$ cat config.mk
export PLATFORM = sky130hd
export DESIGN_NAME = edge_eval
export DESIGN_NICKNAME = d
export VERILOG_FILES = /design/src/hw/raster_pkg.sv /design/src/hw/edge_eval.sv
export SDC_FILE = /design/constraint.sdc
export NUM_CORES = 2
export LEC_CHECK = 0
export ABC_AREA = 0
export BUFFER_PORTS_ARGS = -buffer_cell sky130_fd_sc_hd__buf_2
export CORE_MARGIN = 5
export CORE_UTILIZATION = 55
export DETAILED_ROUTE_END_ITERATION = 7
export GPL_TIMING_DRIVEN = 0
export PLACE_DENSITY = 0.8
export RECOVER_POWER = 25
export SLEW_MARGIN = 40
export SYNTH_ARGS = -nofsm -noshare
export SYNTH_HDL_FRONTEND = slang
export SYNTH_SLANG_ARGS = --single-unit
$ cat constraint.sdc
create_clock -name clk_pix -period 10.1 [get_ports clk_pix]
set_input_delay 0.505 -clock clk_pix [delete_from_list [all_inputs] [get_ports clk_pix]]
set_output_delay 0.505 -clock clk_pix [all_outputs]
set_load 0.03 [all_outputs]
$ cat src/hw/raster_pkg.sv
package raster_pkg;

    // screen and scan timing
    localparam int unsigned SCREEN_W  = 32;    // active pixels per line
    localparam int unsigned SCREEN_H  = 24;    // active lines per frame
    localparam int unsigned H_TOTAL   = 40;    // line period incl. blanking
    localparam int unsigned V_TOTAL   = 28;    // frame period in lines
    localparam int unsigned PIX_COUNT = SCREEN_W * SCREEN_H;

    // widths
    localparam int unsigned FB_ADDR_W = 10;
    localparam int unsigned COORD_W   = 8;     // signed vertex coords
    localparam int unsigned POS_W     = 6;     // holds 0..H_TOTAL-1
    localparam int unsigned EDGE_W    = 19;
    localparam int unsigned DEPTH_W   = 8;     // smaller is nearer, all ones is far
    localparam int unsigned CIDX_W    = 4;
    localparam int unsigned CHAN_W    = 4;

    localparam int unsigned CLEAR_INDEX = 10;

    // 12-bit colours, red in the top nibble, then green, then blue
    localparam logic [3*CHAN_W-1:0] PALETTE [16] = '{
        12'h000,    // 0 black
        12'h123,
        12'h725,
        12'h085,
        12'ha53,
        12'h554,
        12'hccc,
        12'hffe,    // 7 near white
        12'hf05,
        12'hfa0,
        12'hfe2,    // 10 yellow, clear colour
        12'h0e3,
        12'h2af,
        12'h879,
        12'hf7a,
        12'hfca
    };

endpackage

$ cat src/hw/edge_eval.sv
`timescale 1ns/100ps

module edge_eval
    import raster_pkg::*;
(
    input  logic                       clk_pix,
    input  logic                       i_reset,
    input  logic [POS_W-1:0]           i_x,
    input  logic [POS_W-1:0]           i_y,
    input  logic                       i_valid,
    input  logic signed [COORD_W-1:0]  i_t0x,
    input  logic signed [COORD_W-1:0]  i_t0y,
    input  logic signed [COORD_W-1:0]  i_t1x,
    input  logic signed [COORD_W-1:0]  i_t1y,
    input  logic signed [COORD_W-1:0]  i_t2x,
    input  logic signed [COORD_W-1:0]  i_t2y,
    output logic                       o_inside
);

    logic signed [EDGE_W-1:0] px;
    logic signed [EDGE_W-1:0] py;
    logic signed [EDGE_W-1:0] e0;
    logic signed [EDGE_W-1:0] e1;
    logic signed [EDGE_W-1:0] e2;
    logic                     all_pos;
    logic                     all_neg;

    // (bx - ax)(y - ay) - (by - ay)(x - ax)
    function automatic logic signed [EDGE_W-1:0] edge_fn(
        input logic signed [COORD_W-1:0] ax,
        input logic signed [COORD_W-1:0] ay,
        input logic signed [COORD_W-1:0] bx,
        input logic signed [COORD_W-1:0] by,
        input logic signed [EDGE_W-1:0]  x,
        input logic signed [EDGE_W-1:0]  y
    );
        logic signed [EDGE_W-1:0] dx;
        logic signed [EDGE_W-1:0] dy;
        dx = EDGE_W'(bx) - EDGE_W'(ax);
        dy = EDGE_W'(by) - EDGE_W'(ay);
        return dx * (y - EDGE_W'(ay)) - dy * (x - EDGE_W'(ax));
    endfunction

    assign px = EDGE_W'($signed({1'b0, i_x}));   // scan position is unsigned
    assign py = EDGE_W'($signed({1'b0, i_y}));

    assign e0 = edge_fn(i_t0x, i_t0y, i_t1x, i_t1y, px, py);
    assign e1 = edge_fn(i_t1x, i_t1y, i_t2x, i_t2y, px, py);
    assign e2 = edge_fn(i_t2x, i_t2y, i_t0x, i_t0y, px, py);

    // either winding, edge pixels included
    assign all_pos = ~e0[EDGE_W-1] & ~e1[EDGE_W-1] & ~e2[EDGE_W-1];
    assign all_neg = (e0[EDGE_W-1] || e0 == '0)
                   && (e1[EDGE_W-1] || e1 == '0)
                   && (e2[EDGE_W-1] || e2 == '0);

    always_ff @(posedge clk_pix) begin
        if (i_reset) begin
            o_inside <= 1'b0;
        end else begin
            o_inside <= i_valid && (all_pos || all_neg);
        end
    end

endmodule

# --- Word-level counts from Yosys, hierarchy flattened ---
# Index checks and enable logic that the tools add are counted.
totals:
  register_bits: 1
  output_inout_bits: 1
  wordCells: 37
op_classes:
  add_sub_neg: 15
  mul: 6
  bitwise: 5
  n_reduce_logical: 10
op_table:
  columns: ["operator", "count"]
  rows:
  - ["$mul A9 B9 Y18", 6]
  - ["$logic_not A19 Y1", 3]
  - ["$sub A18 B18 Y19", 3]
  - ["$sub A7 B8 Y9", 6]
  - ["$sub A8 B8 Y9", 6]
  - ["$logic_or A1 B1 Y1", 4]
  - ["$logic_and A1 B1 Y1", 3]
  - ["$not A1 Y1", 3]
  - ["$and A1 B1 Y1", 2]

# --- Logic depth before layout (Yosys ltp) ---
depth:
  ltp_word: 9
  mapped_depth: 35

# --- Worst setup path before layout ---
# OpenSTA, ideal clock, no wires.
synth_path:
  path_type: "input to register"
  from: "input port i_t2y[0]"
  to: "register o_inside"
  t_arrival_ps: 8170
  slack_ps: 1806
  cell_stages: 33
  n_path_buf: 0
  path_cell_list: "inv_1 > ha_1 > inv_1 > fa_1 > a21o_1 > a21oi_1 > o21bai_1 > a21oi_1 > nor2b_1 > nor3_1 > mux2_2 > nand2b_1 > inv_1 > fa_1 > fa_1 > inv_1 > fa_1 > fa_1 > fa_1 > fa_1 > inv_1 > fa_1 > inv_1 > ha_1 > o21ai_0 > o2bb2ai_1 > a31oi_1 > a311oi_1 > o211a_1 > o21a_1 > a311oi_1 > o31a_1 > o31ai_2"
synth_between:
  elab_chain_len: 9
synth_rtl:
  columns: ["element", "line_no", "source"]
  rows:
  - ["start, declared", "edge_eval.sv:16", "input logic signed [COORD_W-1:0] i_t2y,"]
  - ["$sub A8 B8 Y9", "edge_eval.sv:40", "dy = EDGE_W'(by) - EDGE_W'(ay);"]
  - ["$mul A9 B9 Y18", "edge_eval.sv:41", "return dx * (y - EDGE_W'(ay)) - dy * (x - EDGE_W'(ax));"]
  - ["$sub A18 B18 Y19", "edge_eval.sv:41", null]
  - ["$logic_not A19 Y1", "edge_eval.sv:54", "&& (e1[EDGE_W-1] || e1 == '0)"]
  - ["$logic_or A1 B1 Y1", "edge_eval.sv:54", null]
  - ["$logic_and A1 B1 Y1", "edge_eval.sv:54", null]
  - ["$logic_and A1 B1 Y1", "edge_eval.sv:55", "&& (e2[EDGE_W-1] || e2 == '0);"]
  - ["$logic_or A1 B1 Y1 *", "edge_eval.sv:61", "o_inside <= i_valid && (all_pos || all_neg);"]
  - ["$logic_and A1 B1 Y1 *", "edge_eval.sv:61", null]
  - ["end signal, assigned", "edge_eval.sv:61", null]
  - ["end, declared", "edge_eval.sv:17", "output logic o_inside"]
# Every way passes the cells marked *; elsewhere a longest branch is shown, timed or not.
# A chain may end at the register's enable or synchronous reset.

# --- Worst setup path after layout ---
# Same ends and word-level chain as after synthesis.

==> results.rst <==
.. list-table::
   :header-rows: 1

   * - Metric
     - Value
   * - Met3 usage
     - 4.10%
   * - Post-synthesis share of cell area spent on xor and xnor gates
     - 6.01%
   * - Largest net degree at the start of global routing
     - 11
   * - Worst path buffer plus inverter count
     - 8
   * - Peak fanout along the critical path
     - 8
   * - Max stage delay cell, worst path
     - sky130_fd_sc_hd__fa_1
   * - Transition at the pin with the smallest max-transition slack
     - 0.865 ns
   * - Combinational family with the most area after synthesis
     - adder cells
   * - Drt first pass iters
     - 7
   * - Met1 track demand over resource
     - 35.4%
   * - Area growth, synth to finish
     - 5.47%
   * - Cell mode on critical path
     - sky130_fd_sc_hd__fa_1
   * - Final wirelength
     - 62500 um
   * - Max cap viols
     - 0
   * - Average footprint of a synthesized cell
     - 9.08 um2
   * - Total Routing Usage GR
     - 27.3%
   * - Startpoint Class
     - input port
   * - Crit path kind
     - input port to flop
   * - HP Class
     - flop to primary output
   * - Total overflow reported by the global router
     - 0
   * - Biggest registers after layout
     - o_inside (1)
   * - Multiplexer area fraction after synthesis
     - 0.691%
   * - Met2 track demand over resource
     - 45.6%
   * - Kind of cell adding the most delay to the critical path
     - adder cells
   * - Fraction of registers with async set/reset
     - 0%
   * - Layer carrying the most global-route usage
     - met2
   * - Final period util
     - 94.7%
   * - Initial core utilization
     - 55.3%
   * - Status
     - completed
   * - Post-detail-place hpwl
     - 56600 um
   * - GPL Wtd Cong
     - 0.986
   * - Antenna violations before repair
     - 2
   * - Distinct cells, synth
     - 66
   * - Die Area
     - 47400 um2
   * - Number of global-route vias before repair
     - 19950
   * - Share of final-layout standard cells stronger than drive strength 1
     - 4.93%
   * - Vias
     - 17958
   * - CP peak stage delay
     - 0.51 ns
   * - Clock transition at path regs
     - 0 ns
   * - CP Data Arrival Time
     - 9.47 ns
   * - Most used DFF post-synth
     - sky130_fd_sc_hd__dfxtp_1
   * - Setup TNS
     - 0 ns
   * - Number of filler instances in the final layout
     - 3761
   * - Setup Viol. Count Final
     - 0
   * - Core outline area
     - 42900 um2
   * - Simple-gate share of the synthesized area
     - 12.3%
   * - Count of input and output buffers
     - 63
   * - Final hold violation count
     - 0
   * - Count of synthesis-stage warnings from yosys
     - 0
   * - Period minus WS final
     - 9.57 ns
   * - Number of buffers inserted for hold repair after clock tree synthesis
     - 0
   * - Chip Width
     - 218 um
   * - Post-Place Worst Slack
     - 0.00518 ns
   * - Register ranked first by flip-flop count
     - o_inside
   * - Crit end category
     - flop
   * - Post-synthesis share of cell area spent on full adders, half adders and majority gates
     - 63.2%
   * - Global-route wire length before repair
     - 102000 um
   * - DR WL/cell
     - 19.1 um
   * - Row count
     - 76
   * - Number of DRC markers in iteration 0
     - 1106
   * - Cells after Synth
     - 2613
   * - Count of nets left with antenna violations after detail routing
     - 0
   * - Combined area of all synthesized cells
     - 23700 um2
   * - Flip-flop and latch count after synthesis
     - 1
   * - Count of flip-flops with a built-in enable after synthesis
     - 0
   * - Via density per instance
     - 5.50
   * - Max-slew violations
     - 0
   * - Data required time at the worst endpoint
     - 10.01 ns
   * - Final setup margin
     - 0.535 ns
   * - Largest register FFs
     - 1
   * - Max Clock Freq
     - 105 MHz
   * - Nets in the synthesized netlist
     - 3543
   * - Worst slew margin relative to its limit
     - 41.9%
   * - Synth Area in Compound Gates
     - 7.01%
   * - Nets
     - 3609
   * - RSZ-0062 raised after global routing
     - false
   * - Die Span Y
     - 218 um
   * - I/O pin count
     - 64
   * - Remaining routing DRC violations
     - 0
   * - Share of the yosys chip area belonging to registers
     - 0.0843%
-- cell usage after synthesis (all sizes together) (2+ instances only) --
library cell	number	area [um2]
nand2b	70	438
nand3	9	45.0
a21boi	9	67.6
inv	670	2510
o21bai	20	150
mux2	3	33.8
nand4	6	37.5
o22ai	2	12.5
a2111oi	2	23.8
nor3b	2	15.0
o31a	4	35.0
fa	552	11100
and2	49	307
ha	315	3940
or4	2	15.0
o21a	8	60.1
nor4	6	37.5
nand2	166	623
a21oi	65	325
o21ai	39	195
xor2	47	412
a21o	48	360
o211ai	4	35.0
a211o	2	17.5
or2	26	163
a221o	2	20.0
a31oi	6	37.5
o311ai	2	17.5
a311oi	3	26.3
xnor2	116	1020
nor2b	19	119
nor3	10	50.1
nor2	269	1010
o31ai	8	65.1
clkbuf	6	22.5
a211oi	4	35.0
a221oi	3	26.3
or3	2	12.5
and3	6	37.5
a31o	2	17.5
mux2i	13	130
o221ai	2	17.5
-- through the flow --
step	hold slack, ns	util, %	area, um2	std cells
floorplan	0.826	-	23700	2613
global placement	0.941	57.8	24800	3261
detailed placement	0.943	58.2	25000	3261
CTS	0.943	58.2	25000	3261
global route	0.997	58.4	25000	3263
finish	0.977	58.4	25000	3264
-- per-layer routing --
| layer | part of all wire (%) | vias up | wire, um |
|---|---|---|---|
| met5 | 0.021 | - | 13 |
| met4 | 6.2 | 2 | 3880 |
| met3 | 7.6 | 183 | 4780 |
| met2 | 47 | 702 | 29600 |
| met1 | 39 | 9027 | 24100 |
| li1 | - | 8044 | - |
-- cell families after synthesis --
family / Yosys count
adders and majority gates: 867
and+or+nand+nor: 643
AOI/OAI and AO/OA: 246
muxes: 16
DFF: 1
xor gates and xnor gates: 163
buffers and inverters: 677
-- layout by cell type, fill, tap and decap left out, types with 48 or more instances in the layout --
cell	count
sky130_fd_sc_hd__a21oi_1	65
sky130_fd_sc_hd__xnor2_1	97
sky130_fd_sc_hd__and2_1	49
sky130_fd_sc_hd__nor2_1	269
sky130_fd_sc_hd__ha_1	315
sky130_fd_sc_hd__fa_1	552
sky130_fd_sc_hd__buf_2	62
sky130_fd_sc_hd__a21o_1	48
sky130_fd_sc_hd__nand2b_1	70
sky130_fd_sc_hd__nand2_1	166
sky130_fd_sc_hd__inv_1	668
-- path summary, 6_finish.rpt --
kind / start / depth (start not counted) / endpoint
worst max-delay path: i_t2y[0] / 34 / o_inside
worst min-delay path: o_inside / 1 / o_inside
-- repair_timing --
action	in CTS	in global routing
gates cloned	0	0
gates resized for setup	1	4
setup endpoints to repair	1	1
pin swaps	0	1
setup buffers	0	1
-- final cells by class --
class / instances / area (um2) / share of cell area, %
tap: 585 / 732 / 2.92
antenna: 2 / 5.00 / 0.0200
sequential: 1 / 20.0 / 0.0800
buffer: 7 / 33.8 / 0.135
timing repair buffer: 64 / 322 / 1.28
inverter: 670 / 2510 / 10.0
multi-input combinational: 1935 / 21400 / 85.5
Power is left out: the tool's default activity adds up to more than one toggle a clock period on the data nets, which glitch-free logic cannot reach.
