===== src/hw/raster_pkg.sv =====
package raster_pkg;

    // screen and scan timing
    localparam int unsigned SCREEN_W  = 32;    // active pixels per line
    localparam int unsigned SCREEN_H  = 24;    // active lines per frame
    localparam int unsigned H_TOTAL   = 40;    // line period incl. blanking
    localparam int unsigned V_TOTAL   = 28;    // frame period in lines
    localparam int unsigned PIX_COUNT = SCREEN_W * SCREEN_H;

    // widths
    localparam int unsigned FB_ADDR_W = 10;
    localparam int unsigned COORD_W   = 8;     // signed vertex coords
    localparam int unsigned POS_W     = 6;     // holds 0..H_TOTAL-1
    localparam int unsigned EDGE_W    = 19;
    localparam int unsigned DEPTH_W   = 8;     // smaller is nearer, all ones is far
    localparam int unsigned CIDX_W    = 4;
    localparam int unsigned CHAN_W    = 4;

    localparam int unsigned CLEAR_INDEX = 10;

    // 12-bit colours, red in the top nibble, then green, then blue
    localparam logic [3*CHAN_W-1:0] PALETTE [16] = '{
        12'h000,    // 0 black
        12'h123,
        12'h725,
        12'h085,
        12'ha53,
        12'h554,
        12'hccc,
        12'hffe,    // 7 near white
        12'hf05,
        12'hfa0,
        12'hfe2,    // 10 yellow, clear colour
        12'h0e3,
        12'h2af,
        12'h879,
        12'hf7a,
        12'hfca
    };

endpackage


===== src/hw/display_scan.sv =====
`timescale 1ns/100ps

module display_scan
    import raster_pkg::*;
(
    input  logic                  clk_pix,
    input  logic                  i_reset,
    output logic [POS_W-1:0]      o_x,
    output logic [POS_W-1:0]      o_y,
    output logic                  o_de,
    output logic [FB_ADDR_W-1:0]  o_addr,
    output logic                  o_frame
);

    logic [POS_W-1:0] h_cnt;
    logic [POS_W-1:0] v_cnt;

    always_ff @(posedge clk_pix) begin
        if (i_reset) begin
            h_cnt <= '0;
            v_cnt <= '0;
        end else if (h_cnt == POS_W'(H_TOTAL - 1)) begin
            h_cnt <= '0;
            if (v_cnt == POS_W'(V_TOTAL - 1)) begin
                v_cnt <= '0;
            end else begin
                v_cnt <= v_cnt + 1'b1;
            end
        end else begin
            h_cnt <= h_cnt + 1'b1;
        end
    end

    assign o_x     = h_cnt;
    assign o_y     = v_cnt;
    assign o_de    = (h_cnt < POS_W'(SCREEN_W)) && (v_cnt < POS_W'(SCREEN_H));
    assign o_frame = (h_cnt == '0) && (v_cnt == '0);

    // y * SCREEN_W + x, parked at 0 in blanking so the read stays in range
    assign o_addr = o_de ? FB_ADDR_W'(v_cnt) * FB_ADDR_W'(SCREEN_W) + FB_ADDR_W'(h_cnt)
                         : '0;

endmodule


===== config.mk =====
export PLATFORM = sky130hd
export DESIGN_NAME = display_scan
export DESIGN_NICKNAME = d
export VERILOG_FILES = /design/src/hw/raster_pkg.sv /design/src/hw/display_scan.sv
export SDC_FILE = /design/constraint.sdc
export NUM_CORES = 1
export LEC_CHECK = 0
export BUFFER_PORTS_ARGS = -buffer_cell sky130_fd_sc_hd__buf_2
export CAP_MARGIN = 10
export CORE_MARGIN = 2
export CORE_UTILIZATION = 40
export CTS_CLUSTER_SIZE = 25
export DETAILED_ROUTE_END_ITERATION = 10
export GPL_TIMING_DRIVEN = 0
export PLACE_DENSITY = 0.72
export REMOVE_ABC_BUFFERS = 1
export SLEW_MARGIN = 20
export SYNTH_ARGS = -nofsm -noshare
export SYNTH_HDL_FRONTEND = slang
export SYNTH_SLANG_ARGS = --single-unit

===== constraint.sdc =====
create_clock -name clk_pix -period 1.7 [get_ports clk_pix]
set_input_delay 0.51 -clock clk_pix [delete_from_list [all_inputs] [get_ports clk_pix]]
set_output_delay 0.51 -clock clk_pix [all_outputs]
set_load 0.05 [all_outputs]

=== After elaboration in Yosys (flattened, before gate mapping) ===
Index checks and enable logic that the tools add are counted.

* Register bits: 12
* Bits in latches: 0
* Memory bits (writable): 0
* Bits in read-only memories: 0
* Output and inout port bits: 24
* Word-level logic and storage cells: 16
* Memories kept: 0

* Add/subtract/negate cells: 3
* $mul: 0
* Div/mod/pow operators: 0
* $lt $le $gt $ge: 2
* Eq/ne operators: 2
* Shift-type cells: 0
* Muxes and demuxes: 2
* Bitwise logic cells: 0
* Reductions and logical operators: 5

{| class="wikitable"
|+ Operators with widths
! cell !! number
|-
| 6-bit by 1-bit adder with 6-bit output (second input constant) || 2
|-
| 6-bit logical NOT || 2
|-
| 10-bit by 6-bit adder with 10-bit output || 1
|-
| 10-bit two-way mux || 1
|-
| 6-bit by 5-bit == test with 1-bit output (second input constant) || 1
|-
| 6-bit == test (second input constant) || 1
|-
| 6-bit by 5-bit less-than comparator with 1-bit output (second input constant) || 1
|-
| 6-bit less-than comparator (second input constant) || 1
|-
| 6-bit two-way mux || 1
|-
| 1-bit logical AND || 2
|-
| 2-bit OR reduction || 1
|}

=== Logic depth before layout (Yosys ltp) ===
Gate-level depths: netlist (run 1).

* Depth in word-level cells: 3
* Mapped depth: 5

=== Worst setup path after synthesis (run 1) ===
Ideal clock, no wire load.

* Path type: flip-flop to output port
* Start: register h_cnt[5], in the netlist o_x[5]
* End: output o_frame
* Arrival: 2,411 ps
* Required time: 1,190 ps
* Slack: -1,221 ps
* Stages on the path, launching flop included: 4
* Cell sequence: dfxtp_1 > nor2_1 > nand2_1 > nor4_1

* Cells in the longest elaborated chain, start to end: 2

{| class="wikitable"
|+ RTL lines
! element !! line !! text
|-
| start, declared || display_scan.sv:15 || <nowiki>logic [POS_W-1:0] h_cnt;</nowiki>
|-
| start signal, assigned || display_scan.sv:30 || <nowiki>h_cnt <= h_cnt + 1'b1;</nowiki>
|-
| 6-bit logical NOT || display_scan.sv:37 || <nowiki>assign o_frame = (h_cnt == '0) && (v_cnt == '0);</nowiki>
|-
| 1-bit logical AND || display_scan.sv:37 ||
|-
| end, declared || display_scan.sv:12 || <nowiki>output logic o_frame</nowiki>
|}

Every way passes these cells.

=== Worst setup path in the final report (run 1) ===
* Start: register v_cnt[0], in the netlist o_y[0]
* End: output o_addr[7]

* Cells in the longest elaborated chain, start to end: 3

{| class="wikitable"
|+ RTL lines
! element !! line !! text
|-
| start, declared || display_scan.sv:16 || <nowiki>logic [POS_W-1:0] v_cnt;</nowiki>
|-
| start signal, assigned || display_scan.sv:27 || <nowiki>v_cnt <= v_cnt + 1'b1;</nowiki>
|-
| parallel branches: the longest is 2 deep, another holds 10-bit by 6-bit adder with 10-bit output || -- ||
|-
| 10-bit two-way mux (*) || display_scan.sv:40 || <nowiki>assign o_addr = o_de ? FB_ADDR_W'(v_cnt) * FB_ADDR_W'(SCREEN_W) + FB_ADDR_W'(h_cnt)</nowiki>
|-
| end, declared || display_scan.sv:11 || <nowiki>output logic [FB_ADDR_W-1:0] o_addr,</nowiki>
|}

Every way passes the cells marked *.

==> flow_metrics.env, run 1 <==
export IMPL_antenna_cells=0
export IMPL_grt_start_max_net_pins=13
export IMPL_die_area_um2=2200
export IMPL_status="finished, violations left"
export IMPL_finalWeightedCongestion=0.752
export IMPL_ys_seq_area_share_pct=32.6
export IMPL_p_leak_nw=0.541
export IMPL_seqCellArea_um2=268
export IMPL_drtAntennaViolNets=0
export IMPL_cpPeakStageDelay_ns=0.38
export IMPL_worst_pin_slew_ns=0.406
export IMPL_power_frac_comb_pct=20.2
export IMPL_synthTopCellsByArea="dfxtp_1 33%, ha_1 10%, nor2_1 5.6%"
export IMPL_avgSynthCellArea_um2=8.19
export IMPL_synth_edf_count=0
export IMPL_failed_checks="negative setup slack"
export IMPL_synthArstFlopShare_pct=0
export IMPL_worst_slack_ns=-0.220
export IMPL_max_slew_margin_rel_pct=72.8
export IMPL_clock_fmax_ghz=0.521
export IMPL_rsz0062_at_grt="yes"
export IMPL_coreArea_um2=1730
export IMPL_holdBufCountCts=0
export IMPL_finClkSkew_ns=0.00871
export IMPL_pin_count=26
export IMPL_min_period_ns=1.92
export IMPL_path_class="reg -> out"
export IMPL_clock_tree_buffer_depth=2
export IMPL_cts_max_level=1
export IMPL_cp_cell_sequence="ha_4 > ha_4 > xnor2_1 > nor2_1 > buf_6"
export IMPL_hold_viol=0
export IMPL_routedWlPerCell_um=14.3
export IMPL_power_density_nw_per_um2=542
export IMPL_start_util_pct=42.7
export IMPL_clkLatencyLatePin_ns=0.28
export IMPL_pwr_share_clk_pct=35.9
export IMPL_syn_inst=90
export IMPL_finalNetCount=134
export IMPL_synth_top_area_share_pct=32.6
export IMPL_num_rows=15
export IMPL_clkTransAtPathRegs_ns=0.08
export IMPL_layout_drive_gt1_share_pct=55.2
export IMPL_dp_hpwl_um=1240
export IMPL_portBuffers=25
export IMPL_period_share_pct=113
export IMPL_synth_largest_area_cell="dfxtp_1"
export IMPL_fin_area_um2=1220
export IMPL_cp_max_fo=4
export IMPL_grt_overflow=0
export IMPL_min_path_type="in -> reg"
export IMPL_synth_cell_type_count=27
export IMPL_drt_first_pass_iters=4
export IMPL_final_max_slew_viol_count=0
export IMPL_grt_usage_pct=19.6
export IMPL_routed_wl_um=2140
export IMPL_crit_required_ns=1.19
export IMPL_worst_path_max_delay_cell="dfxtp_4"
export IMPL_ir_drop_v=0.000442
export IMPL_switchingPower_w=0.000203
export IMPL_setup_violations_final=11
export IMPL_multiInputGateArea_um2=562
export IMPL_cts_sinks=12
export IMPL_cp_start_kind="flop"
export IMPL_intPower_w=0.000456
export IMPL_drcViolationCount=0
export IMPL_cts_tree="done"
export IMPL_fin_setup_tns_ns=-1.55
export IMPL_fill_cells=136
export IMPL_vias=780
export IMPL_seq_power_share_pct=43.9
export IMPL_yosys_most_used_dff="dfxtp_1"
export IMPL_die_h_um=46.9
export IMPL_grt_pass1_wl_um=3100
export IMPL_placed_area_um2=875
export IMPL_grt_antenna_before_repair=0
export IMPL_syn_area_um2=737
export IMPL_arrival_ns=1.41
export IMPL_cp_common_cell="ha_4"
export IMPL_via_per_inst=5.20
export IMPL_ys_ff_latch=12
export IMPL_synth_warnings=0
export IMPL_maxCapViolations=0
export IMPL_syn2layout_area_growth_pct=65.0
export IMPL_die_x_um=46.9
export IMPL_endpoint_kind="output pin"
export IMPL_grt_pass1_vias=689
export IMPL_swShare_pct=30.8
export IMPL_clockRootBuffer="clkbuf_4"
export IMPL_drt_initial_drc_count=17
export IMPL_cts_inserted_buffers=3
## registers in the layout, summed over array words and instances (netlist names)
register  count
o_x           6
o_y           6
## cells in the mapped netlist (2+ instances only)
cell     number
o21ai_0       5
nor2_1       11
a21oi_1       6
xnor2_1       2
dfxtp_1      12
nand3_1       6
or3_1         3
o31ai_1       2
inv_1         7
nor3_1        2
ha_1          6
xor2_1        3
and3_1        5
or4_1         2
nand2_1       6
## cell families after synthesis
| kind of cell | after synthesis | synth area share [%] |
|---|---|---|
| AO/OA/AOI/OAI | 16 | 13.6 |
| XOR/XNOR | 5 | 5.94 |
| adder cells (fa/ha/maj) | 6 | 10.2 |
| buffers and inverters | 10 | 6.11 |
| flip-flops | 12 | 32.6 |
| AND/OR/NAND/NOR | 41 | 31.6 |
## cell type report
class | instances | area share [%]
Multi-Input combinational cell | 68 | 46.2
Timing Repair Buffer | 34 | 24.1
Sequential cell | 12 | 22.0
Clock buffer | 4 | 2.98
Tap cell | 25 | 2.57
Inverter | 7 | 2.16
## routing by layer
layer | track usage, % | part of all wire (%) | vias to the layer above
met5 | 0 | 0 | -
met4 | 6.11 | 2.6 | 0
met3 | 5.38 | 3.9 | 10
met2 | 31.0 | 49 | 22
met1 | 26.2 | 45 | 356
li1 | - | - | 392
## critical path, delay by kind of cell, from the launching register on
family	cells	cell delay (ns)
flip-flops	1	0.38
adder cells (fa/ha/maj)	2	0.33
buffers and inverters	1	0.18
AND/OR/NAND/NOR	1	0.13
XOR/XNOR	1	0.11
## repair_timing
action / CTS / global route
setup buffers: 6 / 4
endpoints found under the hold margin: 0 / 0
setup endpoints to repair: 12 / 18
gates resized for setup: 47 / 26
pin swaps: 5 / 5
## cells in the final DEF (no fill, tap or decap), drive strengths merged
cell type,n
nand4,1
o21ai,5
a211oi,1
clkbuf,5
inv,7
nor2,11
or3,3
ha,6
xor2,3
o41ai,1
o31ai,2
nand3,6
and3,5
a31oi,1
nor4bb,1
a21oi,6
xnor2,2
nor3b,1
dfxtp,12
or4,2
nor4,1
buf,33
nand2,6
nor3,2
nand4bb,1
or2,1
## power groups by stage
stage	clock (W)	sequential [W]	combinational [W]
finish	0.000236	0.000289	0.000133
global route	0.000256	0.000290	0.000140
CTS	0.000225	0.000293	0.000117
detailed placement	0	0.000303	0.000104
global placement	0	0.000302	0.000103
floorplan	0	0.000322	0.0000599
## path summary, 6_finish.rpt
check / from / endpoint / slack, ns / depth (start not counted)
worst max-delay path: o_y[0] / o_addr[7] / -0.22 / 5
worst min-delay path: i_reset / o_x[2] / 0.50 / 2
worst max register to register: o_x[0] / o_y[5] / 0 / 5
worst min register to register: o_y[4] / o_y[4] / 0.53 / 2
## per-stage QoR
| step | hold slack (ns) | util, % | std cells | power [W] | worst slack (ns) |
|---|---|---|---|---|---|
| 5_1_grt | 0.514 | 70.4 | 150 | 0.000687 | -0.306 |
| 6_report | 0.502 | 70.4 | 150 | 0.000659 | -0.220 |
| 4_1_cts | 0.505 | 64.6 | 147 | 0.000634 | -0.196 |
| 2_1_floorplan | 0.579 | - | 87 | 0.000382 | -1.22 |
| 3_3_place_gp | 0.494 | 50.7 | 137 | 0.000406 | -0.160 |
| 3_5_place_dp | 0.512 | 50.7 | 137 | 0.000406 | -0.188 |
Power figures use the tool's default switching activity.
==> run 2: changes to the inputs <==
--- a/config.mk
+++ b/config.mk
@@ -8,13 +8,14 @@
 export BUFFER_PORTS_ARGS = -buffer_cell sky130_fd_sc_hd__buf_2
 export CAP_MARGIN = 10
 export CORE_MARGIN = 2
-export CORE_UTILIZATION = 40
+export CORE_UTILIZATION = 47
 export CTS_CLUSTER_SIZE = 25
 export DETAILED_ROUTE_END_ITERATION = 10
 export GPL_TIMING_DRIVEN = 0
-export PLACE_DENSITY = 0.72
+export PLACE_DENSITY = 0.82
 export REMOVE_ABC_BUFFERS = 1
 export SLEW_MARGIN = 20
 export SYNTH_ARGS = -nofsm -noshare
 export SYNTH_HDL_FRONTEND = slang
 export SYNTH_SLANG_ARGS = --single-unit
+export TNS_END_PERCENT = 30
==> run 2 against run 1 <==
The run still ends with negative setup slack left. Wire length unchanged. Sequential power rose by 2%. Via count grew 3.7%. Largest cell class unchanged. Design area down 7.5%.
==> flow_metrics.env, run 2 (synthesis results as in run 1) <==
export IMPL_status="finished, violations left"
export IMPL_setup_violations_final=12
export IMPL_cts_tree="done"
export IMPL_clkTransAtPathRegs_ns=0.08
export IMPL_cts_max_level=1
export IMPL_power_density_nw_per_um2=573
export IMPL_die_x_um=43.6
export IMPL_crit_required_ns=1.19
export IMPL_grt_antenna_before_repair=0
export IMPL_worst_slack_ns=-0.301
export IMPL_final_cells=137
export IMPL_path_class="reg -> out"
export IMPL_cp_max_fo=4
export IMPL_swShare_pct=29.8
export IMPL_via_per_inst=5.91
export IMPL_rsz0062_at_grt="yes"
export IMPL_clock_fmax_ghz=0.500
export IMPL_finalNetCount=130
export IMPL_post_route_util_pct=75.5
export IMPL_intPower_w=0.000452
export IMPL_num_rows=14
export IMPL_layout_commonest_cell="buf_2"
export IMPL_hold_viol=0
export IMPL_dp_hpwl_um=1250
export IMPL_cts_inserted_buffers=3
export IMPL_cp_start_kind="flop"
export IMPL_failed_checks="negative setup slack"
export IMPL_endpoint_kind="output pin"
export IMPL_holdBufCountCts=0
export IMPL_ir_drop_v=0.000388
export IMPL_syn2layout_area_growth_pct=52.6
export IMPL_die_h_um=43.6
export IMPL_final_max_slew_viol_count=0
export IMPL_coreArea_um2=1490
export IMPL_layout_drive_gt1_share_pct=47.1
export IMPL_placed_cells=128
export IMPL_drtAntennaViolNets=0
export IMPL_clock_tree_buffer_depth=2
export IMPL_drt_first_pass_iters=4
export IMPL_finClkSkew_ns=0.000769
export IMPL_pin_count=26
export IMPL_vias=809
export IMPL_period_share_pct=118
export IMPL_layout_common_cells="13 x buf_2, 9 x nor2_1, 9 x buf_6, 7 x inv_1, 7 x dfxtp_2"
export IMPL_switchingPower_w=0.000192
export IMPL_pwr_share_clk_pct=35.3
export IMPL_portBuffers=25
export IMPL_grt_pass1_vias=698
export IMPL_power_frac_comb_pct=19.2
export IMPL_worst_pin_slew_ns=0.397
export IMPL_clockRootBuffer="clkbuf_4"
export IMPL_maxCapViolations=0
export IMPL_p_leak_nw=0.509
export IMPL_cts_sinks=12
export IMPL_max_slew_margin_rel_pct=73.4
export IMPL_drcViolationCount=0
export IMPL_drt_initial_drc_count=28
export IMPL_grt_overflow=0
export IMPL_min_path_type="reg -> reg"
export IMPL_pre_cts_slack_ns=-0.181
export IMPL_antenna_cells=0
export IMPL_finalWeightedCongestion=0.772
export IMPL_min_period_ns=2.00
export IMPL_clkLatencyLatePin_ns=0.27
export IMPL_seq_power_share_pct=45.5
export IMPL_grt_pass1_wl_um=3190
export IMPL_arrival_ns=1.49
export IMPL_start_util_pct=49.5
export IMPL_die_area_um2=1900
export IMPL_routed_wl_um=2140
export IMPL_routedWlPerCell_um=15.6
export IMPL_grt_start_max_net_pins=13
export IMPL_grt_usage_pct=22.1
[run 2: cell count changes in the layout (fill, tap and decap cells not counted), sizes merged]
cell and delta:
buf -3, clkbuf -1
[run 2: timing repair]
action / in CTS / in global routing
setup buffers: 4 / 1
resized for setup: 41 / 11
endpoints found under the setup margin: 12 / 17
pin swaps: 5 / 4
[run 2: worst max-delay path, stage by stage (launching register included)]
cell	delay [ns]
dfxtp_1	0.35
inv_1	0.12
ha_1	0.15
nand3_1	0.11
nor4_2	0.23
buf_4	0.26
[run 2: path summary, 6_finish.rpt]
kind                              from       to  slack (ns)  cells past startpoint
worst max-delay path            o_x[1]  o_frame       -0.30                      5
worst min register to register  o_x[0]   o_x[0]        0.46                      1
worst min-delay path            o_x[0]   o_x[0]        0.46                      1
worst max register to register  o_x[1]   o_y[5]        0.10                      4
[run 2: through the flow]
step | area, um^2 | TNS, ns | hold WS (ns) | power (W)
floorplan | 718 | -6.55 | 0.579 | 0.000382
detailed placement | 863 | -0.902 | 0.503 | 0.000406
global placement | 863 | -0.709 | 0.494 | 0.000405
global route | 1120 | -2.38 | 0.483 | 0.000668
finish | 1120 | -1.71 | 0.462 | 0.000645
CTS | 1060 | -0.919 | 0.456 | 0.000636
[run 2: area by class of cell]
cell class / instances / area (um^2)
clock buffers: 4 / 36.3
flip-flops and latches: 12 / 256
fillers: 104 / 364
well taps: 16 / 20.0
inverters: 7 / 26.3
multi-input cells: 68 / 532
repair buffers: 30 / 254
[run 2: power groups by stage]
stage | registers [W] | logic [W] | clock network (W)
after floorplan | 0.000322 | 0.0000599 | 0
after global placement | 0.000302 | 0.000103 | 0
after detailed placement | 0.000302 | 0.000104 | 0
after CTS | 0.000293 | 0.000114 | 0.000229
after global routing | 0.000295 | 0.000130 | 0.000243
final | 0.000294 | 0.000124 | 0.000227
[run 2: metal layers]
metal	part of all wire (%)	global-route usage, %	wire length (um)	up-vias
met2	54	38.8	1160	34
met1	39	27.1	834	390
li1	-	-	-	381
met5	0	0	0	-
met3	5.6	3.75	119	4
met4	1.4	7.27	31	0
