## config.mk

```make
export PLATFORM = sky130hd
export DESIGN_NAME = raster_ctrl
export DESIGN_NICKNAME = d
export VERILOG_FILES = /design/src/hw/raster_pkg.sv /design/src/hw/raster_ctrl.sv
export SDC_FILE = /design/constraint.sdc
export NUM_CORES = 1
export LEC_CHECK = 0
export ABC_AREA = 1
export BUFFER_PORTS_ARGS = -buffer_cell sky130_fd_sc_hd__buf_2
export CAP_MARGIN = 15
export CELL_PAD_IN_SITES_DETAIL_PLACEMENT = 0
export CELL_PAD_IN_SITES_GLOBAL_PLACEMENT = 2
export CORE_MARGIN = 8
export CORE_UTILIZATION = 30
export CTS_CLUSTER_SIZE = 10
export DETAILED_ROUTE_END_ITERATION = 8
export MAX_ROUTING_LAYER = met4
export PLACE_DENSITY_LB_ADDON = 0.12
export SYNTH_ARGS = -nofsm -noshare
export SYNTH_HDL_FRONTEND = slang
export SYNTH_SLANG_ARGS = --single-unit
```

## constraint.sdc

```tcl
create_clock -name clk_pix -period 7.7 [get_ports clk_pix]
set_input_delay 1.54 -clock clk_pix [delete_from_list [all_inputs] [get_ports clk_pix]]
set_output_delay 1.54 -clock clk_pix [all_outputs]
set_load 0.05 [all_outputs]
```

## src/hw/raster_pkg.sv

```systemverilog
package raster_pkg;

    // screen and scan timing
    localparam int unsigned SCREEN_W  = 32;    // active pixels per line
    localparam int unsigned SCREEN_H  = 24;    // active lines per frame
    localparam int unsigned H_TOTAL   = 40;    // line period incl. blanking
    localparam int unsigned V_TOTAL   = 28;    // frame period in lines
    localparam int unsigned PIX_COUNT = SCREEN_W * SCREEN_H;

    // widths
    localparam int unsigned FB_ADDR_W = 10;
    localparam int unsigned COORD_W   = 8;     // signed vertex coords
    localparam int unsigned POS_W     = 6;     // holds 0..H_TOTAL-1
    localparam int unsigned EDGE_W    = 19;
    localparam int unsigned DEPTH_W   = 8;     // smaller is nearer, all ones is far
    localparam int unsigned CIDX_W    = 4;
    localparam int unsigned CHAN_W    = 4;

    localparam int unsigned CLEAR_INDEX = 10;

    // 12-bit colours, red in the top nibble, then green, then blue
    localparam logic [3*CHAN_W-1:0] PALETTE [16] = '{
        12'h000,    // 0 black
        12'h123,
        12'h725,
        12'h085,
        12'ha53,
        12'h554,
        12'hccc,
        12'hffe,    // 7 near white
        12'hf05,
        12'hfa0,
        12'hfe2,    // 10 yellow, clear colour
        12'h0e3,
        12'h2af,
        12'h879,
        12'hf7a,
        12'hfca
    };

endpackage

```

## src/hw/raster_ctrl.sv

```systemverilog
`timescale 1ns/100ps

module raster_ctrl
    import raster_pkg::*;
(
    input  logic                       clk_pix,
    input  logic                       i_reset,
    input  logic                       i_draw,
    input  logic                       i_clear,
    input  logic signed [COORD_W-1:0]  i_v0x,
    input  logic signed [COORD_W-1:0]  i_v0y,
    input  logic signed [COORD_W-1:0]  i_v1x,
    input  logic signed [COORD_W-1:0]  i_v1y,
    input  logic signed [COORD_W-1:0]  i_v2x,
    input  logic signed [COORD_W-1:0]  i_v2y,
    input  logic [DEPTH_W-1:0]         i_depth,
    input  logic [CIDX_W-1:0]          i_cidx,
    output logic                       o_busy,
    output logic                       o_done,
    output logic [POS_W-1:0]           o_sweep_x,
    output logic [POS_W-1:0]           o_sweep_y,
    output logic [FB_ADDR_W-1:0]       o_sweep_addr,
    output logic                       o_sweep_valid,
    output logic                       o_sweep_clear,
    output logic signed [COORD_W-1:0]  o_t0x,
    output logic signed [COORD_W-1:0]  o_t0y,
    output logic signed [COORD_W-1:0]  o_t1x,
    output logic signed [COORD_W-1:0]  o_t1y,
    output logic signed [COORD_W-1:0]  o_t2x,
    output logic signed [COORD_W-1:0]  o_t2y,
    output logic [DEPTH_W-1:0]         o_t_depth,
    output logic [CIDX_W-1:0]          o_t_cidx
);

    // state lives in o_busy, o_sweep_valid and drain_q
    logic drain_q;
    logic drain_cnt;      // two drain cycles
    logic start_clear;
    logic start_draw;
    logic last_pix;

    assign start_clear = ~o_busy & i_clear;
    assign start_draw  = ~o_busy & i_draw & ~i_clear;   // clear wins
    assign last_pix    = (o_sweep_addr == FB_ADDR_W'(PIX_COUNT - 1));

    always_ff @(posedge clk_pix) begin
        if (i_reset) begin
            o_busy        <= 1'b0;
            o_done        <= 1'b0;
            o_sweep_valid <= 1'b0;
            o_sweep_clear <= 1'b0;
            o_sweep_x     <= '0;
            o_sweep_y     <= '0;
            o_sweep_addr  <= '0;
            drain_q       <= 1'b0;
            drain_cnt     <= 1'b0;
        end else begin
            o_done <= 1'b0;
            if (start_clear || start_draw) begin
                o_busy        <= 1'b1;
                o_sweep_valid <= 1'b1;
                o_sweep_clear <= start_clear;
                o_sweep_x     <= '0;
                o_sweep_y     <= '0;
                o_sweep_addr  <= '0;
            end else if (o_sweep_valid) begin
                if (last_pix) begin
                    o_sweep_valid <= 1'b0;
                    drain_q       <= 1'b1;
                    drain_cnt     <= 1'b0;
                end else begin
                    o_sweep_addr <= o_sweep_addr + 1'b1;
                    if (o_sweep_x == POS_W'(SCREEN_W - 1)) begin
                        o_sweep_x <= '0;
                        o_sweep_y <= o_sweep_y + 1'b1;
                    end else begin
                        o_sweep_x <= o_sweep_x + 1'b1;
                    end
                end
            end else if (drain_q) begin
                // let the last pixel pass edge test and depth write
                drain_cnt <= 1'b1;
                if (drain_cnt) begin
                    drain_q       <= 1'b0;
                    o_busy        <= 1'b0;
                    o_done        <= 1'b1;
                    o_sweep_clear <= 1'b0;
                end
            end
        end
    end

    // triangle held for the whole sweep
    always_ff @(posedge clk_pix) begin
        if (start_draw) begin
            o_t0x     <= i_v0x;
            o_t0y     <= i_v0y;
            o_t1x     <= i_v1x;
            o_t1y     <= i_v1y;
            o_t2x     <= i_v2x;
            o_t2y     <= i_v2y;
            o_t_depth <= i_depth;
            o_t_cidx  <= i_cidx;
        end
    end

endmodule

```

# Word-level counts from Yosys, hierarchy flattened
# Index checks and enable logic that the tools add are counted.
# totals
output_inout_bits	86
word_cells	60
inputBits	64
register_bits	88
# op_classes
bitwise_logic	8
reduce_logical	11
eq_ne	4
addsub	3
n_mux	17
# ops
operator	n
$mux W1	16
$add A6 B1 Y6 const B	2
$add A10 B1 Y10 const B	1
$eq A10 B10 Y1 const B	1
$reduce_and A3 Y1	3
$eq A6 B5 Y1 const B	1
$mux W6	1
$reduce_bool A2 Y1	3
$not A1 Y1	5
$ne A2 B1 Y1 const B	2
$reduce_and A2 Y1	2
$reduce_or A4 Y1	1
$and A1 B1 Y1	3
$reduce_or A2 Y1	1
$logic_or A1 B1 Y1	1

# Depth between registers and ports, before layout
# Gate-level depths: netlist (run 1).
# logic_depth
ltp_word	6
depth_mapped	10
depth_no_buf	9

# Worst setup path after synthesis (run 1)
# Ideal clock, no wire load.
# synth_path
kind	input to register
startpoint	input i_draw
endpoint	register o_t0x[0] (enable)
arrival_time_ns	4.141
path_slack_ns	3.079
n_path_buf	0
stages	2
t_required_ns	7.220
setup_time_ns	0.480
cell_sequence	nand2_1 > nor2_1
# synth_between
elab_chain_len	2
# synth_lines
element	line	text
start: declaration	raster_ctrl.sv:8	input logic i_draw,
$and A1 B1 Y1 (2 in a row)	raster_ctrl.sv:43	assign start_draw = ~o_busy & i_draw & ~i_clear;
named net start_draw	raster_ctrl.sv:39	logic start_draw;
end signal: assignment	raster_ctrl.sv:96	o_t0x <= i_v0x;
end: declaration	raster_ctrl.sv:25	output logic signed [COORD_W-1:0] o_t0x,
# The timed path passes the listed nets, and every way through them passes these cells.
# A chain may end at the register's enable or synchronous reset.

# Worst setup path in the final report (run 1)
# layout_path
startpoint	register o_sweep_valid
endpoint	output o_sweep_valid
# layout_lines
element	line	text
start: declaration	raster_ctrl.sv:23	output logic o_sweep_valid,
start signal: assignment	raster_ctrl.sv:50	o_sweep_valid <= 1'b0;
start signal: assignment	raster_ctrl.sv:61	o_sweep_valid <= 1'b1;
start signal: assignment	raster_ctrl.sv:68	o_sweep_valid <= 1'b0;
# No word-level cell between the ends.

==> qor.txt, run 1 <==
Clock transition at path regs = 0.09 ns
CP delay by family, top = flip-flops
P_int = 0.0006746 W
register bit total from synthesis = 88
status = completed
PortBufs = 149
Inst Count DP = 544
Final Core Density = 41.42%
Yosys top cell by area = edfxtp_1
Final nets = 486
Non-Filler Cell Area, Final = 0.004295 mm²
final std cells w/o fill = 562
top cells by area, synth = edfxtp_1 56%, dfxtp_1 17%, nand2_1 6.2%
Slew Viols, Final = 0
syn_area_per_cell = 12.19 µm²
total CTS buffers = 9
Die Area = 0.01425 mm²
Max Clk Rate = 0.3380 GHz
Psw = 0.0002720 W
DRT iter0 DRCs = 167
Post-Route WL = 8874 µm
Seq/Total Area, Yosys = 73.66%
RSZ-0062 raised after global routing = false
minimum clock period = 2.959 ns
Crit path largest cell delay = 0.69 ns
first-pass GRT wire length = 13910 µm
share of cells above drive strength 1 = 41.27%
post-CTS setup buffers = 0
Max IR drop VDD = 0.07846 mV
Leakage = 1.829 nW
Worst EP required = 6.16 ns
num ports = 150
PwrDens = 220.4 mW/mm²
placed cell areas = 0.004101 mm²
drt wl/cell = 15.79 µm
CTS H-tree lvls = 3
TNS Setup = 0 ns
Setup-failing EPs final = 0
Buf+Inv Stages, Crit Path = 1
Cell Chain, Critical Path = buf_2
Worst-Skew Late Latency = 0.35 ns
Layout area overhead = 33.94%
Post-Synthesis Cells = 263
vias in the first global route = 2404
Slowest-stage cell, CP = dfxtp_1
Root Buffer = clkbuf_8
Switching Share = 28.74%
kind of start point of the critical path = flop
sequential power share = 56.1%
Hold Vio Cnt, Final = 0
drt drc = 0
Synth warnings = 0
Crit Path Max Fanout = 12
Worst slew margin = 59.73%
vias per inst = 4.244
Pre-Repair DR Iteration Count = 4
cts repair resizes = 0
Final ANT Viol Nets = 0
share of the synthesized area in the top cell type = 56.18%
Tcrit/Tclk final = 38.42%
# clock sinks = 88
largest net degree at the start of global routing = 40
Core Rows = 37
arrival time at the worst endpoint = 1.42 ns
Net Count, Synth = 330
die width = 119.4 µm
clock buffer depth = 2
core area = 0.01037 mm²
skew final = 0.008684 ns
Syn Std Cell Area = 0.003207 mm²
Hold WC Path Type = reg2reg
Starting Density = 30.92%
total gr overflow = 0
Worst Setup End Kind = output pin
Unique masters post-synth = 25
CTS tree = done
gr usage total = 12.97%
Comb pwr share = 11.8%
number of hold buffers added after CTS = 0
Detail Placement HPWL = 6868 µm
antenna violations before repair = 1
max-cap check violation count = 0
CP Class = reg2out
via count = 2385
Die Ht = 119.4 µm
Clock Power Share = 32.1%
measured slew at the worst slew-check pin = 0.6026 ns
RD Place Congestion = 0.7288
==> worst register-to-register path, stage by stage (launching register included) <==
cell and delay (ns):
dfxtp_1 0.34, inv_1 0.10, nand2_1 0.09, nor2_4 0.48, buf_4 0.54
==> cell usage in the layout (no fill, tap or decap), types with 5 or more instances in the layout <==
| cell type | n |
|---|---|
| dfxtp_1 | 28 |
| nand3_1 | 11 |
| xor2_1 | 5 |
| nor2_1 | 31 |
| clkbuf_8 | 9 |
| edfxtp_1 | 60 |
| nand4_1 | 5 |
| nand2_1 | 53 |
| a21oi_1 | 16 |
| buf_2 | 149 |
| inv_1 | 25 |
| o21ai_0 | 7 |
==> cells by family (layout without fill, tap and decap cells) <==
kind of cell	after synthesis	in the layout	synth area share [%]
flip-flops	88	88	73.66
AO/OA/AOI/OAI	27	27	4.487
AND/OR/NAND/NOR	109	109	14.98
adder cells (fa/ha/maj)	3	3	1.171
buffers and inverters	30	191	4.058
other	0	2	0
XOR/XNOR	6	6	1.639
==> cell type report <==
type / count / area, µm²
antenna: 2 / 5.005
clock buffer: 9 / 123.9
clock inverter: 7 / 65.06
fill: 1037 / 6075
inverter: 25 / 93.84
multi-input combinational: 145 / 721.9
sequential: 88 / 2362
tap: 136 / 170.2
timing repair buffer: 150 / 753.2
==> flip-flops by register name, indices dropped and copies added, names as in the netlist, 4 cells and up <==
name / count
o_t0y: 8
o_t_cidx: 4
o_t_depth: 8
o_t0x: 8
o_sweep_x: 6
o_t2x: 8
o_t2y: 8
o_sweep_y: 6
o_sweep_addr: 10
o_t1x: 8
o_t1y: 8
==> synth_stat cells <==
library cell and count:
a211oi_1 1, a21oi_1 16, buf_2 2, buf_6 2, clkbuf_1 1, dfxtp_1 28, edfxtp_1 60, ha_1 3
inv_1 25, nand2_1 53, nand2_2 1, nand2_4 1, nand3_1 11, nand3_4 1, nand4_1 5, nor2_1 32
nor2_2 2, nor2_4 2, nor3_1 1, o21ai_0 7, o21ai_1 1, o21ai_2 1, o21bai_1 1, xnor2_1 1
xor2_1 5
==> stage by stage <==
stage / setup WS [ns] / total power [W] / hold slack, ns
3_3_place_gp: 4.576 / 0.0006542 / 0.4566
2_1_floorplan: 3.079 / 0.0006184 / 0.4512
5_1_grt: 4.655 / 0.0009891 / 0.5100
4_1_cts: 4.705 / 0.0009598 / 0.4874
6_report: 4.741 / 0.0009466 / 0.4776
3_5_place_dp: 4.547 / 0.0006553 / 0.4699
==> power groups by stage <==
stage / Sequential, W / Clock [W] / Combinational (W)
floorplan: 0.000595 / 0 / 0.0000237
global placement: 0.000542 / 0 / 0.000112
detailed placement: 0.000542 / 0 / 0.000113
CTS: 0.000531 / 0.000315 / 0.000113
global route: 0.000533 / 0.000336 / 0.000120
finish: 0.000531 / 0.000304 / 0.000111
==> path summary, 6_finish.rpt <==
kind,start,end,slack (ns),depth (start not counted)
setup / recovery,o_sweep_valid$_SDFF_PP0_,o_sweep_valid,4.74,1
hold / removal,o_sweep_clear$_SDFFE_PP0P_,o_sweep_clear$_SDFFE_PP0P_,0.48,2
setup reg to reg,o_busy$_SDFFE_PP0P_,o_t0y[0]$_DFFE_PP_,5.79,4
hold reg to reg,o_sweep_clear$_SDFFE_PP0P_,o_sweep_clear$_SDFFE_PP0P_,0.48,2
==> per-layer routing <==
layer	share of wire (%)	GRT usage, %	vias up
met5	0	-	-
met4	1.4	5.621	0
met3	9.0	4.157	12
met2	42	18.55	107
met1	47	16.52	1066
li1	-	-	1200
No activity file was read; power rests on OpenSTA's default activity.
==> inputs of run 2 (changes only) <==
--- a/config.mk
+++ b/config.mk
@@ -11,7 +11,7 @@
 export CELL_PAD_IN_SITES_DETAIL_PLACEMENT = 0
 export CELL_PAD_IN_SITES_GLOBAL_PLACEMENT = 2
 export CORE_MARGIN = 8
-export CORE_UTILIZATION = 30
+export CORE_UTILIZATION = 28
 export CTS_CLUSTER_SIZE = 10
 export DETAILED_ROUTE_END_ITERATION = 8
 export MAX_ROUTING_LAYER = met4
==> constraint.sdc (replaced) <==
create_clock -name clk_pix -period 2.9 [get_ports clk_pix]
set_input_delay 0.58 -clock clk_pix [delete_from_list [all_inputs] [get_ports clk_pix]]
set_output_delay 0.58 -clock clk_pix [all_outputs]
set_load 0.05 [all_outputs]
==> qor.txt, run 2 (synthesis results as in run 1) <==
Max IR drop VDD = 0.3241 mV (was 0.07846 mV)
Layout area overhead = 36.71% (was 33.94%)
Final ANT Viol Nets = 0 (unchanged)
Hold Vio Cnt, Final = 0 (unchanged)
cts repair resizes = 0 (unchanged)
Post-Route WL = 9254 µm (was 8874 µm)
Slew Viols, Final = 0 (unchanged)
number of hold buffers added after CTS = 0 (unchanged)
Leakage = 1.877 nW (was 1.829 nW)
Worst EP required = 2.32 ns (was 6.16 ns)
DRT iter0 DRCs = 184 (was 167)
commonest non-fill, non-tap cell in the layout = buf_2 (unchanged)
Setup-failing EPs final = 0 (unchanged)
Worst-Skew Late Latency = 0.33 ns (was 0.35 ns)
total CTS buffers = 9 (unchanged)
CP delay by family, top = flip-flops (unchanged)
Worst Setup End Kind = output pin (unchanged)
r2r setup slk = 1.13 ns (was 5.79 ns)
num ports = 150 (unchanged)
Reg2Reg Depth = 8 (was 4)
vias in the first global route = 2395 (was 2404)
fill count = 1169 (was 1037)
Detail Placement HPWL = 7031 µm (was 6868 µm)
largest net degree at the start of global routing = 62 (was 40)
TNS Setup = 0 ns (unchanged)
kind of start point of the critical path = flop (unchanged)
gr usage total = 12.39% (was 12.97%)
max-cap check violation count = 0 (unchanged)
clock buffer depth = 2 (unchanged)
skew final = 0.005058 ns (was 0.008684 ns)
Final nets = 486 (unchanged)
share of cells above drive strength 1 = 40.90% (was 41.27%)
die width = 123.0 µm (was 119.4 µm)
Worst slew margin = 60.52% (was 59.73%)
max reg flops = 10 (unchanged)
Die Area = 0.01513 mm² (was 0.01425 mm²)
Biggest register = o_sweep_addr (unchanged)
measured slew at the worst slew-check pin = 0.5914 ns (was 0.6026 ns)
most frequent cells in the layout = 149 x buf_2, 60 x edfxtp_1, 53 x nand2_1 (unchanged)
Crit path largest cell delay = 0.69 ns (about the same)
Seq. cell area = 0.002362 mm² (unchanged)
drt drc = 0 (unchanged)
first-pass GRT wire length = 13810 µm (was 13910 µm)
Hold WC Path Type = in2reg (was reg2reg)
Die Ht = 123.0 µm (was 119.4 µm)
Buf+Inv Stages, Crit Path = 1 (unchanged)
RD Place Congestion = 0.7153 (was 0.7288)
Multi-input gate area = 721.9 µm² (unchanged)
vias per inst = 4.279 (was 4.244)
Pre-Repair DR Iteration Count = 4 (unchanged)
CP Class = reg2out (unchanged)
Max Clk Rate = 0.5037 GHz
arrival time at the worst endpoint = 1.41 ns (was 1.42 ns)
via count = 2422 (was 2385)
Slowest-stage cell, CP = dfxtp_1 (unchanged)
Cell Chain, Critical Path = buf_2 (unchanged)
PortBufs = 149 (unchanged)
# clock sinks = 88 (unchanged)
antenna violations before repair = 0 (was 1)
Starting Density = 28.33% (was 30.92%)
Inst Count DP = 551 (was 544)
CTS H-tree lvls = 3 (unchanged)
CP Capture Point = o_sweep_valid (unchanged)
crit path from = o_sweep_valid$_SDFF_PP0_ (unchanged)
cell depth of the worst setup path = 1 (unchanged)
RSZ-0062 raised after global routing = false (unchanged)
worst r2r dst = o_sweep_addr[1]$_SDFFE_PP0P_ (was o_t0y[0]$_DFFE_PP_)
drt wl/cell = 16.35 µm (was 15.79 µm)
Final Core Density = 38.73% (was 41.42%)
diode count = 0 (was 2)
Root Buffer = clkbuf_16 (was clkbuf_8)
Core Rows = 39 (was 37)
CTS tree = done (unchanged)
Tcrit/Tclk final = 68.47%
final std cells w/o fill = 566 (was 562)
Final Power = 0.002752 W (was 0.0009466 W)
core area = 0.01132 mm² (was 0.01037 mm²)
status = completed (unchanged)
minimum clock period = 1.985 ns
PwrDens = 627.7 mW/mm² (was 220.4 mW/mm²)
Clock transition at path regs = 0.07 ns (was 0.09 ns)
post-CTS setup buffers = 0 (unchanged)
Crit Path Max Fanout = 12 (unchanged)
total gr overflow = 0 (unchanged)
worst r2r src = o_sweep_addr[1]$_SDFFE_PP0P_ (was o_busy$_SDFFE_PP0P_)
-- run 2: changes by cell type in the layout (fill, tap and decap cells not counted), sizes merged --
cell | previous run | this run
clkinv | 1 | 4
diode | 2 | 0
clkbuf | 9 | 10
clkinvlp | 3 | 0
inv | 28 | 26
-- run 2: metal layers --
layer,vias to the layer above,routed length [µm],part of all wire [%],GRT usage (%)
met2,114,3785,41,17.47
li1,1194,-,-,-
met5,-,0,0,-
met4,0,109,1.2,3.837
met1,1107,4257,46,16.32
met3,7,1101,12,4.384
-- run 2: cell type report --
type | instances | area share, %
sequential | 88 | 53.88
timing repair buffer | 150 | 17.47
multi-input combinational | 145 | 16.47
clock buffer | 10 | 5.223
tap | 143 | 4.081
inverter | 25 | 2.140
clock inverter | 5 | 0.7420
-- run 2: per-stage QoR --
step / worst slack [ns] / cell area [µm²] / hold slack [ns]
after global routing: 0.8382 / 4384 / 0.3972
after floorplan: 0.1899 / 3209 / 0.4512
final: 0.9145 / 4384 / 0.4155
after detailed placement: 0.7289 / 4123 / 0.4650
after CTS: 0.9227 / 4384 / 0.4064
after global placement: 0.7665 / 4123 / 0.4605
-- run 2: where the power goes --
part           internal [W]  switching, W  leakage [nW]
Clock              0.000576      0.000464         0.132
Combinational     0.0000732      0.000227         0.962
Sequential          0.00139     0.0000201         0.782
Total               0.00204      0.000711          1.88
-- run 2: worst min path at each step --
| stage | startpoint | depth (start not counted) | to | slack [ns] |
|---|---|---|---|---|
| 3_3_place_gp | o_sweep_clear$_SDFFE_PP0P_ | 2 | o_sweep_clear$_SDFFE_PP0P_ | 0.46 |
| 3_5_place_dp | o_sweep_clear$_SDFFE_PP0P_ | 2 | o_sweep_clear$_SDFFE_PP0P_ | 0.47 |
| 6_report | i_depth[4] | 1 | o_t_depth[4]$_DFFE_PP_ | 0.42 |
| 5_1_grt | i_depth[6] | 1 | o_t_depth[6]$_DFFE_PP_ | 0.40 |
| 2_1_floorplan | drain_cnt$_SDFFE_PP0P_ | 2 | drain_cnt$_SDFFE_PP0P_ | 0.45 |
| 4_1_cts | i_v2x[1] | 1 | o_t2x[1]$_DFFE_PP_ | 0.41 |
